File: src/source/conan_cfg.svh
`ifndef CONAN_CFG_SVH
`define CONAN_CFG_SVH

// ---------------------------------------------------------------------------
// time base
// ---------------------------------------------------------------------------
`define CONAN_SYSTIME_BITS 64
`define CONAN_LATCH_BITS 56
`define CONAN_NLEDS 8
`define CONAN_LED_WRAP_BITS 22
`define CONAN_ROLLOVER_BITS 26

// ---------------------------------------------------------------------------
// acquisition messages
// ---------------------------------------------------------------------------
`define CONAN_DAQ_BITS 32
`define CONAN_DAQT_SYSTIME_SET 8'd32
`define CONAN_DAQT_SYSTIME_ROLLOVER 8'd33

`endif

File: src/source/conan_pkg.sv
`default_nettype none

`include "conan_cfg.svh"

package conan_pkg;

	// first word of a time message
	typedef struct packed {
		logic [7:0] daq_type;
		logic [23:0] stamp_hi;
	} daq_header_t;

	// header view for the first word, raw view for the rest
	typedef union packed {
		daq_header_t hdr;
		logic [`CONAN_DAQ_BITS-1:0] raw;
	} daq_word_u;

	typedef enum logic [1:0] {
		sy_idle,
		sy_wait_grant,
		sy_send_lower
	} sy_state_e;

endpackage

`default_nettype wire

File: src/source/daq_if.sv
`timescale 1ns/1ns
`default_nettype none

// one acquisition message stream, granted by the arbiter
interface daq_if;
	conan_pkg::daq_word_u data;
	logic valid;
	logic end_msg;
	logic req;
	logic grant;

	modport source (
		output data, valid, end_msg, req,
		input grant
	);

	modport sink (
		input data, valid, end_msg, req,
		output grant
	);
endinterface

`default_nettype wire

File: src/source/time_base.sv
`timescale 1ns/1ns
`default_nettype none

`include "conan_cfg.svh"

module time_base (
	input logic clk,
	input logic arst_n,
	input logic [`CONAN_SYSTIME_BITS-1:0] systime_set,
	input logic systime_set_en,
	output logic [`CONAN_SYSTIME_BITS-1:0] systime
);

	// free running, a load takes precedence over the increment
	always_ff @(posedge clk or negedge arst_n) begin
		if (!arst_n) begin
			systime <= '0;
		end else if (systime_set_en) begin
			systime <= systime_set;
		end else begin
			systime <= systime + 1'b1;
		end
	end

endmodule

`default_nettype wire

File: src/source/led_chaser.sv
`timescale 1ns/1ns
`default_nettype none

`include "conan_cfg.svh"

module led_chaser (
	input logic clk,
	input logic arst_n,
	input logic [`CONAN_SYSTIME_BITS-1:0] systime,
	output logic [`CONAN_NLEDS-1:0] leds
);

	logic wrap;

	assign wrap = (systime[`CONAN_LED_WRAP_BITS-1:0] == '0);

	// one-hot heartbeat, steps left once per wrap of the low bits
	always_ff @(posedge clk or negedge arst_n) begin
		if (!arst_n) begin
			leds <= `CONAN_NLEDS'(1);
		end else if (wrap) begin
			leds <= {leds[`CONAN_NLEDS-2:0], leds[`CONAN_NLEDS-1]};
		end
	end

endmodule

`default_nettype wire

File: src/source/systime_notifier.sv
`timescale 1ns/1ns
`default_nettype none

`include "conan_cfg.svh"

module systime_notifier (
	input logic clk,
	input logic arst_n,
	input logic [`CONAN_SYSTIME_BITS-1:0] systime,
	input logic systime_set_en,
	daq_if.source daq
);

	conan_pkg::sy_state_e sy_state;
	logic trigger;
	logic pending;
	logic pending_set;
	logic msg_set;
	logic [`CONAN_LATCH_BITS-1:0] latched;

	// a load, or the last cycle before the low bits roll over
	assign trigger = systime_set_en || (&systime[`CONAN_ROLLOVER_BITS-1:0]);

	// ------------------------------------------------------------------------
	// handshake FSM
	// ------------------------------------------------------------------------
	always_ff @(posedge clk or negedge arst_n) begin
		if (!arst_n) begin
			sy_state <= conan_pkg::sy_idle;
			pending <= 1'b0;
			pending_set <= 1'b0;
			daq.req <= 1'b0;
			daq.valid <= 1'b0;
			daq.end_msg <= 1'b0;
		end else begin
			daq.valid <= 1'b0;
			daq.end_msg <= 1'b0;
			case (sy_state)
				conan_pkg::sy_idle: begin
					if (pending) begin
						daq.req <= 1'b1;
						pending <= 1'b0;
						sy_state <= conan_pkg::sy_wait_grant;
					end
				end
				conan_pkg::sy_wait_grant: begin
					if (daq.grant) begin
						daq.req <= 1'b0;
						daq.valid <= 1'b1;
						sy_state <= conan_pkg::sy_send_lower;
					end
				end
				conan_pkg::sy_send_lower: begin
					daq.valid <= 1'b1;
					daq.end_msg <= 1'b1;
					sy_state <= conan_pkg::sy_idle;
				end
				default: sy_state <= conan_pkg::sy_idle;
			endcase
			// a new event overrides the clear in sy_idle
			if (trigger) begin
				pending <= 1'b1;
				pending_set <= systime_set_en;
			end
		end
	end

	// ------------------------------------------------------------------------
	// message payload
	// ------------------------------------------------------------------------
	always_ff @(posedge clk) begin
		if (sy_state == conan_pkg::sy_idle && pending) begin
			latched <= systime[`CONAN_LATCH_BITS-1:0];
			msg_set <= pending_set;
		end
		if (sy_state == conan_pkg::sy_wait_grant && daq.grant) begin
			daq.data.hdr.daq_type <= msg_set ? `CONAN_DAQT_SYSTIME_SET
				: `CONAN_DAQT_SYSTIME_ROLLOVER;
			daq.data.hdr.stamp_hi <= latched[`CONAN_LATCH_BITS-1:`CONAN_DAQ_BITS];
		end else if (sy_state == conan_pkg::sy_send_lower) begin
			daq.data.raw <= latched[`CONAN_DAQ_BITS-1:0];
		end
	end

endmodule

`default_nettype wire

File: src/source/daq_arbiter.sv
`timescale 1ns/1ns
`default_nettype none

`include "conan_cfg.svh"

module daq_arbiter (
	input logic clk,
	input logic arst_n,
	daq_if.sink syst_daq,
	daq_if.sink mcu_daq,
	output logic [`CONAN_DAQ_BITS-1:0] daq_data,
	output logic daq_valid,
	output logic daq_end
);

	localparam logic [1:0] own_none = 2'd0;
	localparam logic [1:0] own_syst = 2'd1;
	localparam logic [1:0] own_mcu = 2'd2;

	logic [1:0] owner;
	logic sel_valid;
	logic sel_end;
	logic [`CONAN_DAQ_BITS-1:0] sel_data;

	// words of the current owner
	always_comb begin
		sel_valid = 1'b0;
		sel_end = 1'b0;
		sel_data = syst_daq.data.raw;
		case (owner)
			own_syst: begin
				sel_valid = syst_daq.valid;
				sel_end = syst_daq.end_msg;
			end
			own_mcu: begin
				sel_valid = mcu_daq.valid;
				sel_end = mcu_daq.end_msg;
				sel_data = mcu_daq.data.raw;
			end
			default: ;
		endcase
	end

	// ------------------------------------------------------------------------
	// ownership and grant
	// ------------------------------------------------------------------------
	always_ff @(posedge clk or negedge arst_n) begin
		if (!arst_n) begin
			owner <= own_none;
			syst_daq.grant <= 1'b0;
			mcu_daq.grant <= 1'b0;
			daq_valid <= 1'b0;
			daq_end <= 1'b0;
		end else begin
			syst_daq.grant <= 1'b0;
			mcu_daq.grant <= 1'b0;
			daq_valid <= sel_valid;
			daq_end <= sel_valid && sel_end;
			if (owner == own_none) begin
				// time messages first
				if (syst_daq.req) begin
					syst_daq.grant <= 1'b1;
					owner <= own_syst;
				end else if (mcu_daq.req) begin
					mcu_daq.grant <= 1'b1;
					owner <= own_mcu;
				end
			end else if (sel_valid && sel_end) begin
				owner <= own_none;
			end
		end
	end

	always_ff @(posedge clk) begin
		if (sel_valid) begin
			daq_data <= sel_data;
		end
	end

endmodule

`default_nettype wire

File: src/source/conan_top.sv
`timescale 1ns/1ns
`default_nettype none

`include "conan_cfg.svh"

module conan_top (
	input logic clk,
	input logic arst_n,
	input logic systime_set_en,
	input logic [`CONAN_SYSTIME_BITS-1:0] systime_set,
	input logic [`CONAN_DAQ_BITS-1:0] mcu_daq_data,
	input logic mcu_daq_valid,
	input logic mcu_daq_end,
	input logic mcu_daq_req,
	output logic mcu_daq_grant,
	output logic [`CONAN_DAQ_BITS-1:0] daq_data,
	output logic daq_valid,
	output logic daq_end,
	output logic [`CONAN_SYSTIME_BITS-1:0] systime,
	output logic [`CONAN_NLEDS-1:0] leds
);

	daq_if syst_daq ();
	daq_if mcu_daq ();

	// mcu side enters as plain pins
	assign mcu_daq.data = mcu_daq_data;
	assign mcu_daq.valid = mcu_daq_valid;
	assign mcu_daq.end_msg = mcu_daq_end;
	assign mcu_daq.req = mcu_daq_req;
	assign mcu_daq_grant = mcu_daq.grant;

	time_base u_time_base (
		.clk(clk),
		.arst_n(arst_n),
		.systime_set(systime_set),
		.systime_set_en(systime_set_en),
		.systime(systime)
	);

	led_chaser u_led_chaser (
		.clk(clk),
		.arst_n(arst_n),
		.systime(systime),
		.leds(leds)
	);

	systime_notifier u_systime_notifier (
		.clk(clk),
		.arst_n(arst_n),
		.systime(systime),
		.systime_set_en(systime_set_en),
		.daq(syst_daq)
	);

	daq_arbiter u_daq_arbiter (
		.clk(clk),
		.arst_n(arst_n),
		.syst_daq(syst_daq),
		.mcu_daq(mcu_daq),
		.daq_data(daq_data),
		.daq_valid(daq_valid),
		.daq_end(daq_end)
	);

endmodule

`default_nettype wire

File: config.mk
export PLATFORM = sky130hd
export DESIGN_NAME = conan_top
export DESIGN_NICKNAME = d
export VERILOG_FILES = /design/src/source/conan_pkg.sv /design/src/source/daq_if.sv /design/src/source/time_base.sv /design/src/source/led_chaser.sv /design/src/source/systime_notifier.sv /design/src/source/daq_arbiter.sv /design/src/source/conan_top.sv
export VERILOG_INCLUDE_DIRS = /design/src /design/src/source
export SDC_FILE = /design/constraint.sdc
export NUM_CORES = 1
export LEC_CHECK = 0
export BUFFER_PORTS_ARGS = -buffer_cell sky130_fd_sc_hd__buf_2
export CAP_MARGIN = 15
export CORE_MARGIN = 2
export CORE_UTILIZATION = 40
export DETAILED_ROUTE_END_ITERATION = 16
export PLACE_DENSITY_LB_ADDON = 0.05
export SLEW_MARGIN = 20
export SYNTH_ARGS = -nofsm -noshare
export SYNTH_HDL_FRONTEND = slang
export SYNTH_SLANG_ARGS = --single-unit
File: constraint.sdc
create_clock -name clk -period 6.5 [get_ports clk]
set_input_delay 0.975 -clock clk [delete_from_list [all_inputs] [get_ports clk]]
set_output_delay 0.975 -clock clk [all_outputs]
set_load 0.05 [all_outputs]
## After elaboration in Yosys (flattened, before gate mapping)

Index checks and enable logic that the tools add are counted.
Widths: inputs -> output; s select.

| storage, ports and cells | value |
|---|---|
| input bits | 102 |
| output and inout bits | 107 |
| logic and storage cells | 67 |
| bits in registers | 206 |

| operators by class | value |
|---|---|
| reduce and logical (&&, ||, !) cells | 15 |
| mux-type cells | 27 |
| add/subtract/negate cells | 1 |
| eq/ne operators | 7 |

Operator list:

| cell | count |
|---|---|
| $mux 32 | 3 |
| $add 64x1->64 const B | 1 |
| $mux 64 | 1 |
| $reduce_and 26->1 | 1 |
| $logic_not 22->1 | 1 |
| $mux 1 | 12 |
| $mux 2 | 6 |
| $pmux 1 s2 | 4 |
| $reduce_bool 2->1 | 4 |
| $eq 2x1->1 const B | 2 |
| $eq 2x2->1 const B | 2 |
| $logic_not 2->1 | 2 |
| $ne 2x1->1 const B | 2 |
| $pmux 2 s2 | 1 |
| $reduce_and 2->1 | 2 |
| $logic_and 1x1->1 | 3 |
| $ne 3x3->1 const B | 1 |
| $reduce_and 3->1 | 1 |
| $logic_or 1x1->1 | 1 |

## Longest topological paths before layout

| depth | value |
|---|---|
| depth in word-level cells | 5 |
| depth in mapped cells | 8 |

## Modules after synthesis

Synthesis repeated with hierarchy kept, for this count alone.

| unflattened totals | value |
|---|---|
| cell total of the unflattened synthesis | 695 |
| area total of the unflattened synthesis | 9,095.0 um^2 |

Modules (own cells, without submodules):

| module | area an instance (um^2) | cells each | times used |
|---|---|---|---|
| time_base | 3,662.3 | 417 | 1 |
| systime_notifier | 3,427.0 | 165 | 1 |
| daq_arbiter | 1,650.3 | 90 | 1 |
| led_chaser | 355.3 | 23 | 1 |

## Worst setup path after synthesis

OpenSTA, ideal clock, no wires.

| timing | value |
|---|---|
| path kind | input -> register |
| from | input mcu_daq_valid |
| to | register u_daq_arbiter.owner[0] |
| buffers on the path | 0 |
| stages | 5 |
| data required time | 6,376 ps |
| data arrival time | 2,987 ps |
| path slack | 3,389 ps |
| cells stage by stage | a22oi_1 nor2b_1 nand2_1 o21ai_0 o21bai_1 |

| between the ends | value |
|---|---|
| longest elaborated chain between the ends | 4 |

Ends and longest elaborated chain:

| item | RTL line | source |
|---|---|---|
| start, declared | conan_top.sv:12 | `input logic mcu_daq_valid,` |
| $pmux 1 s2 | daq_arbiter.sv:30 | `case (owner)` |
| named net u_daq_arbiter.sel_valid | daq_arbiter.sv:21 | `logic sel_valid;` |
| $logic_and 1x1->1 | daq_arbiter.sv:68 | `end else if (sel_valid && sel_end) begin` |
| $reduce_bool 2->1 (no source line) | - |  |
| $reduce_and 2->1 (no source line) | - |  |
| end signal, assigned | daq_arbiter.sv:63 | `owner <= own_syst;` |
| end signal, assigned | daq_arbiter.sv:66 | `owner <= own_mcu;` |
| end signal, assigned | daq_arbiter.sv:69 | `owner <= own_none;` |
| end, declared | daq_arbiter.sv:20 | `logic [1:0] owner;` |

The timed path passes the listed nets, and every way through them passes these cells.
A chain may end at the register's enable or synchronous reset.

## Final worst setup path

| timing | value |
|---|---|
| from | register u_daq_arbiter.owner[0] |
| to | register u_daq_arbiter.owner[0] |

| between the ends | value |
|---|---|
| longest elaborated chain between the ends | 5 |

Ends and longest elaborated chain:

| item | RTL line | source |
|---|---|---|
| start signal, assigned | daq_arbiter.sv:49 | `owner <= own_none;` |
| start signal, assigned | daq_arbiter.sv:63 |  |
| start signal, assigned | daq_arbiter.sv:66 |  |
| $eq 2x2->1 / $eq 2x1->1 (equally long branches) | daq_arbiter.sv:30 |  |
| $pmux 1 s2 * | daq_arbiter.sv:30 |  |
| named net u_daq_arbiter.sel_valid | daq_arbiter.sv:21 |  |
| $logic_and 1x1->1 * | daq_arbiter.sv:68 |  |
| $reduce_bool 2->1 (no source line) * | - |  |
| $reduce_and 2->1 (no source line) * | - |  |

The timed path passes the listed nets; every way through them passes the cells marked *.

==> impl_metrics.ini <==
[global_route]
grt_pass1_wl_mm = 36.5
grt_pass1_vias = 6463
antenna_found_initial = 1
grt_overflow = 0
grt_usage_pct = 19.4
grt_max_degree = 78

[placement]
pre_cts_slack_ns = 3.58
dpl-instance-area_um2 = 10600
io_buffers = 208
dp_hpwl_mm = 16.9
gp_congestion = 0.817

[logic_synthesis]
synth-edff-count = 121
ys_types = 56
ys_ff_latch = 206
synth_area_um2 = 9260
ys_seq_area_share_pct = 62.2
synth_ff_type = edfxtp_1
synth_fp_nets = 830
synth.avg_cell_area_um2 = 12.9
netlist_instances = 719
yosys_warnings = 0
synthArstFlopShare_pct = 41.3

[drt]
viasPerCell = 5.32
wl_per_cell_um = 19.3
drc = 0
routed_wl_mm = 23.7
drtPass1Iterations = 5
num_vias = 6532
ant_nets = 0
drt_iter0_drc = 398

[sta]
finalHoldViolCount = 0
fin_tns_setup_ns = 0
slew_headroom_pct = 32.8
period_minus_slack_ns = 2.86
hold_slack_ns = 0.285
min_period_over_period_pct = 44.1
setup_ws_ns = 3.64
max_freq_mhz = 349
rsz0062_at_grt = no
finClkSkew_ns = 0.0189
worstMarginPinSlew_ns = 1.01
drv_slew = 0
finalSetupViolCount = 0

[power]
vdd_drop_max_v = 0.000169
powerDensity_nw_per_um2 = 273
p_clk_share_pct = 39.6
net-switching-power_uw = 849
p_comb_share_pct = 11.5
pwr-share-seq_pct = 48.8
power_leakage_nw = 4.46
p_int_mw = 2.24
netSwitchingFraction_pct = 27.5

[setup_path]
arrival_ns = 3.26
r2r_cells = 7
cp.required_ns = 6.89
cp_max_fo = 34
reg2reg_slack_ns = 3.64
r2r_end = u_daq_arbiter.owner[0]
rr_startpoint = u_daq_arbiter.owner[0]
worstSetupPathType = flip-flop to flip-flop
end_kind = flip-flop
worst_setup_path_start_kind = flip-flop

[worst_hold_path]
hold_class = input port to asynchronous set/reset pin

[cts]
clockBufferDepth = 3
cts_resized = 0
post_cts_buffers = 0
h-tree-depth = 1
hold_buffers = 0
numCtsBuffers = 23
cts_root_buf = clkbuf_16
clkLatencyLatePin_ns = 0.50
clock-sinks = 206
clk_pin_slew_worst_paths_ns = 0.06
cts_tree = done

[status]
status = complete, no violations

[die]
io_pins = 209
core_um2 = 22700
initial_core_util_pct = 40.8
die_h_um = 156
rows = 55
die_x_um = 156
die_area_um2 = 24400

[layout]
final_util_pct = 49.8
layout-drive-gt1-share_pct = 35.8
stdcell_area_um2 = 11300
area_delta_synth_final_pct = 22.0
nets = 1035

[run]
drv_cap = 0
## worst max-delay path: stages (launching register included)
cell and delay [ns]:
dfrtp_1 0.38, inv_1 0.12, ha_2 0.75, a22oi_1 0.23
nor2b_4 0.83, nand2_1 0.16, o21ai_0 0.20, o21bai_1 0.07
## cells in the mapped netlist, types with 2 or more instances
library cell	n	area (um2)
buf_4	3	22.5
o31ai_1	8	60.1
and4_1	7	61.3
nand3_2	3	30.0
xor2_1	20	175
mux2_2	66	743
a22oi_1	9	67.6
a221o_1	6	60.1
nor3b_1	2	15.0
nor3_1	9	45.0
nand2_1	80	300
o21ai_0	41	205
nand4b_1	2	17.5
and2_1	13	81.3
a21oi_1	2	10.0
and3_1	8	50.1
clkbuf_1	26	97.6
or3_1	7	43.8
nor4_1	17	106
nand4_2	2	25.0
dfrtp_1	84	2100
nor4_4	2	42.5
nor3_2	2	20.0
nand4_4	2	42.5
inv_1	12	45.0
ha_1	9	113
a31oi_1	11	68.8
nand4_1	31	194
xnor2_1	13	114
nor2_1	24	90.1
buf_2	3	15.0
mux2i_1	10	100
or4_1	9	67.6
nor2b_1	16	100
nand3_1	17	85.1
a22o_1	2	17.5
nand2b_1	2	12.5
edfxtp_1	121	3630
## worst max path at each step
stage	startpoint	endpoint	slack [ns]	cells past startpoint
after floorplan	mcu_daq_valid	u_daq_arbiter.owner[0]	3.39	5
after global placement	u_daq_arbiter.owner[0]	u_daq_arbiter.owner[0]	3.74	7
after detailed placement	u_daq_arbiter.owner[0]	u_daq_arbiter.owner[0]	3.58	7
after CTS	u_daq_arbiter.owner[0]	u_daq_arbiter.owner[0]	3.58	7
after global routing	u_daq_arbiter.owner[0]	u_daq_arbiter.owner[0]	3.31	7
final	u_daq_arbiter.owner[0]	u_daq_arbiter.owner[0]	3.64	7
## power by group through the flow
stage	Clock (mW)	Combinational, mW	Sequential (mW)
floorplan	0	0.103	1.65
global placement	0	0.355	1.53
detailed placement	0	0.359	1.53
CTS	1.25	0.360	1.51
global route	1.32	0.382	1.52
finish	1.22	0.356	1.51
## flip-flops by register name, summed over array words and instances (netlist names)
register                        flops
u_daq_arbiter.syst_daq.grant        1
u_daq_arbiter.daq_end               1
u_daq_arbiter.mcu_daq.grant         1
u_systime_notifier.msg_set          1
u_led_chaser.leds                   8
u_daq_arbiter.owner                 2
u_systime_notifier.daq.end_msg      1
u_systime_notifier.daq.req          1
u_daq_arbiter.daq_data             32
u_systime_notifier.pending          1
u_systime_notifier.daq.data        32
u_daq_arbiter.daq_valid             1
u_systime_notifier.latched         56
u_time_base.systime                64
u_systime_notifier.sy_state         2
u_systime_notifier.daq.valid        1
u_systime_notifier.pending_set      1
## final cells by class
cell class / count / area, um2
Fill cell: 2029 / 11400
Multi-Input combinational cell: 467 / 3330
Inverter: 13 / 48.8
Clock inverter: 14 / 96.3
Clock buffer: 28 / 614
Tap cell: 285 / 357
Sequential cell: 206 / 5760
Timing Repair Buffer: 213 / 1090
Antenna cell: 1 / 2.50
## metrics by stage
step	cells	total power [mW]
6_report	1227	3.09
5_1_grt	1226	3.21
4_1_cts	1226	3.12
3_5_place_dp	1184	1.89
3_3_place_gp	1184	1.89
2_1_floorplan	719	1.75
## cell families after synthesis
logic type	synth area share, %
XOR/XNOR	3.12
multiplexers	9.10
buffers and inverters	2.03
flip-flops	62.2
AND/OR/NAND/NOR	16.4
adder cells (fa/ha/maj)	1.22
AO/OA/AOI/OAI	5.93
## cell usage in the layout, fill, tap and decap left out, drive strengths merged, types with 16 or more instances in the layout
cell    count
edfxtp    121
nand2      80
nor2b      16
nand4      35
nand3      21
nor4       20
xor2       20
clkbuf     28
dfrtp      84
buf       213
nor2       24
mux2       66
o21ai      41
## routing by layer
layer	up-vias	wire length (um)	part of all wire (%)	GRT usage (%)
met5	-	0	0	0
met4	0	218	0.92	3.89
met3	17	1480	6.3	3.44
met2	204	11300	48	32.4
met1	3185	10700	45	26.9
li1	3126	-	-	-
(Power assumes the default switching activity.)
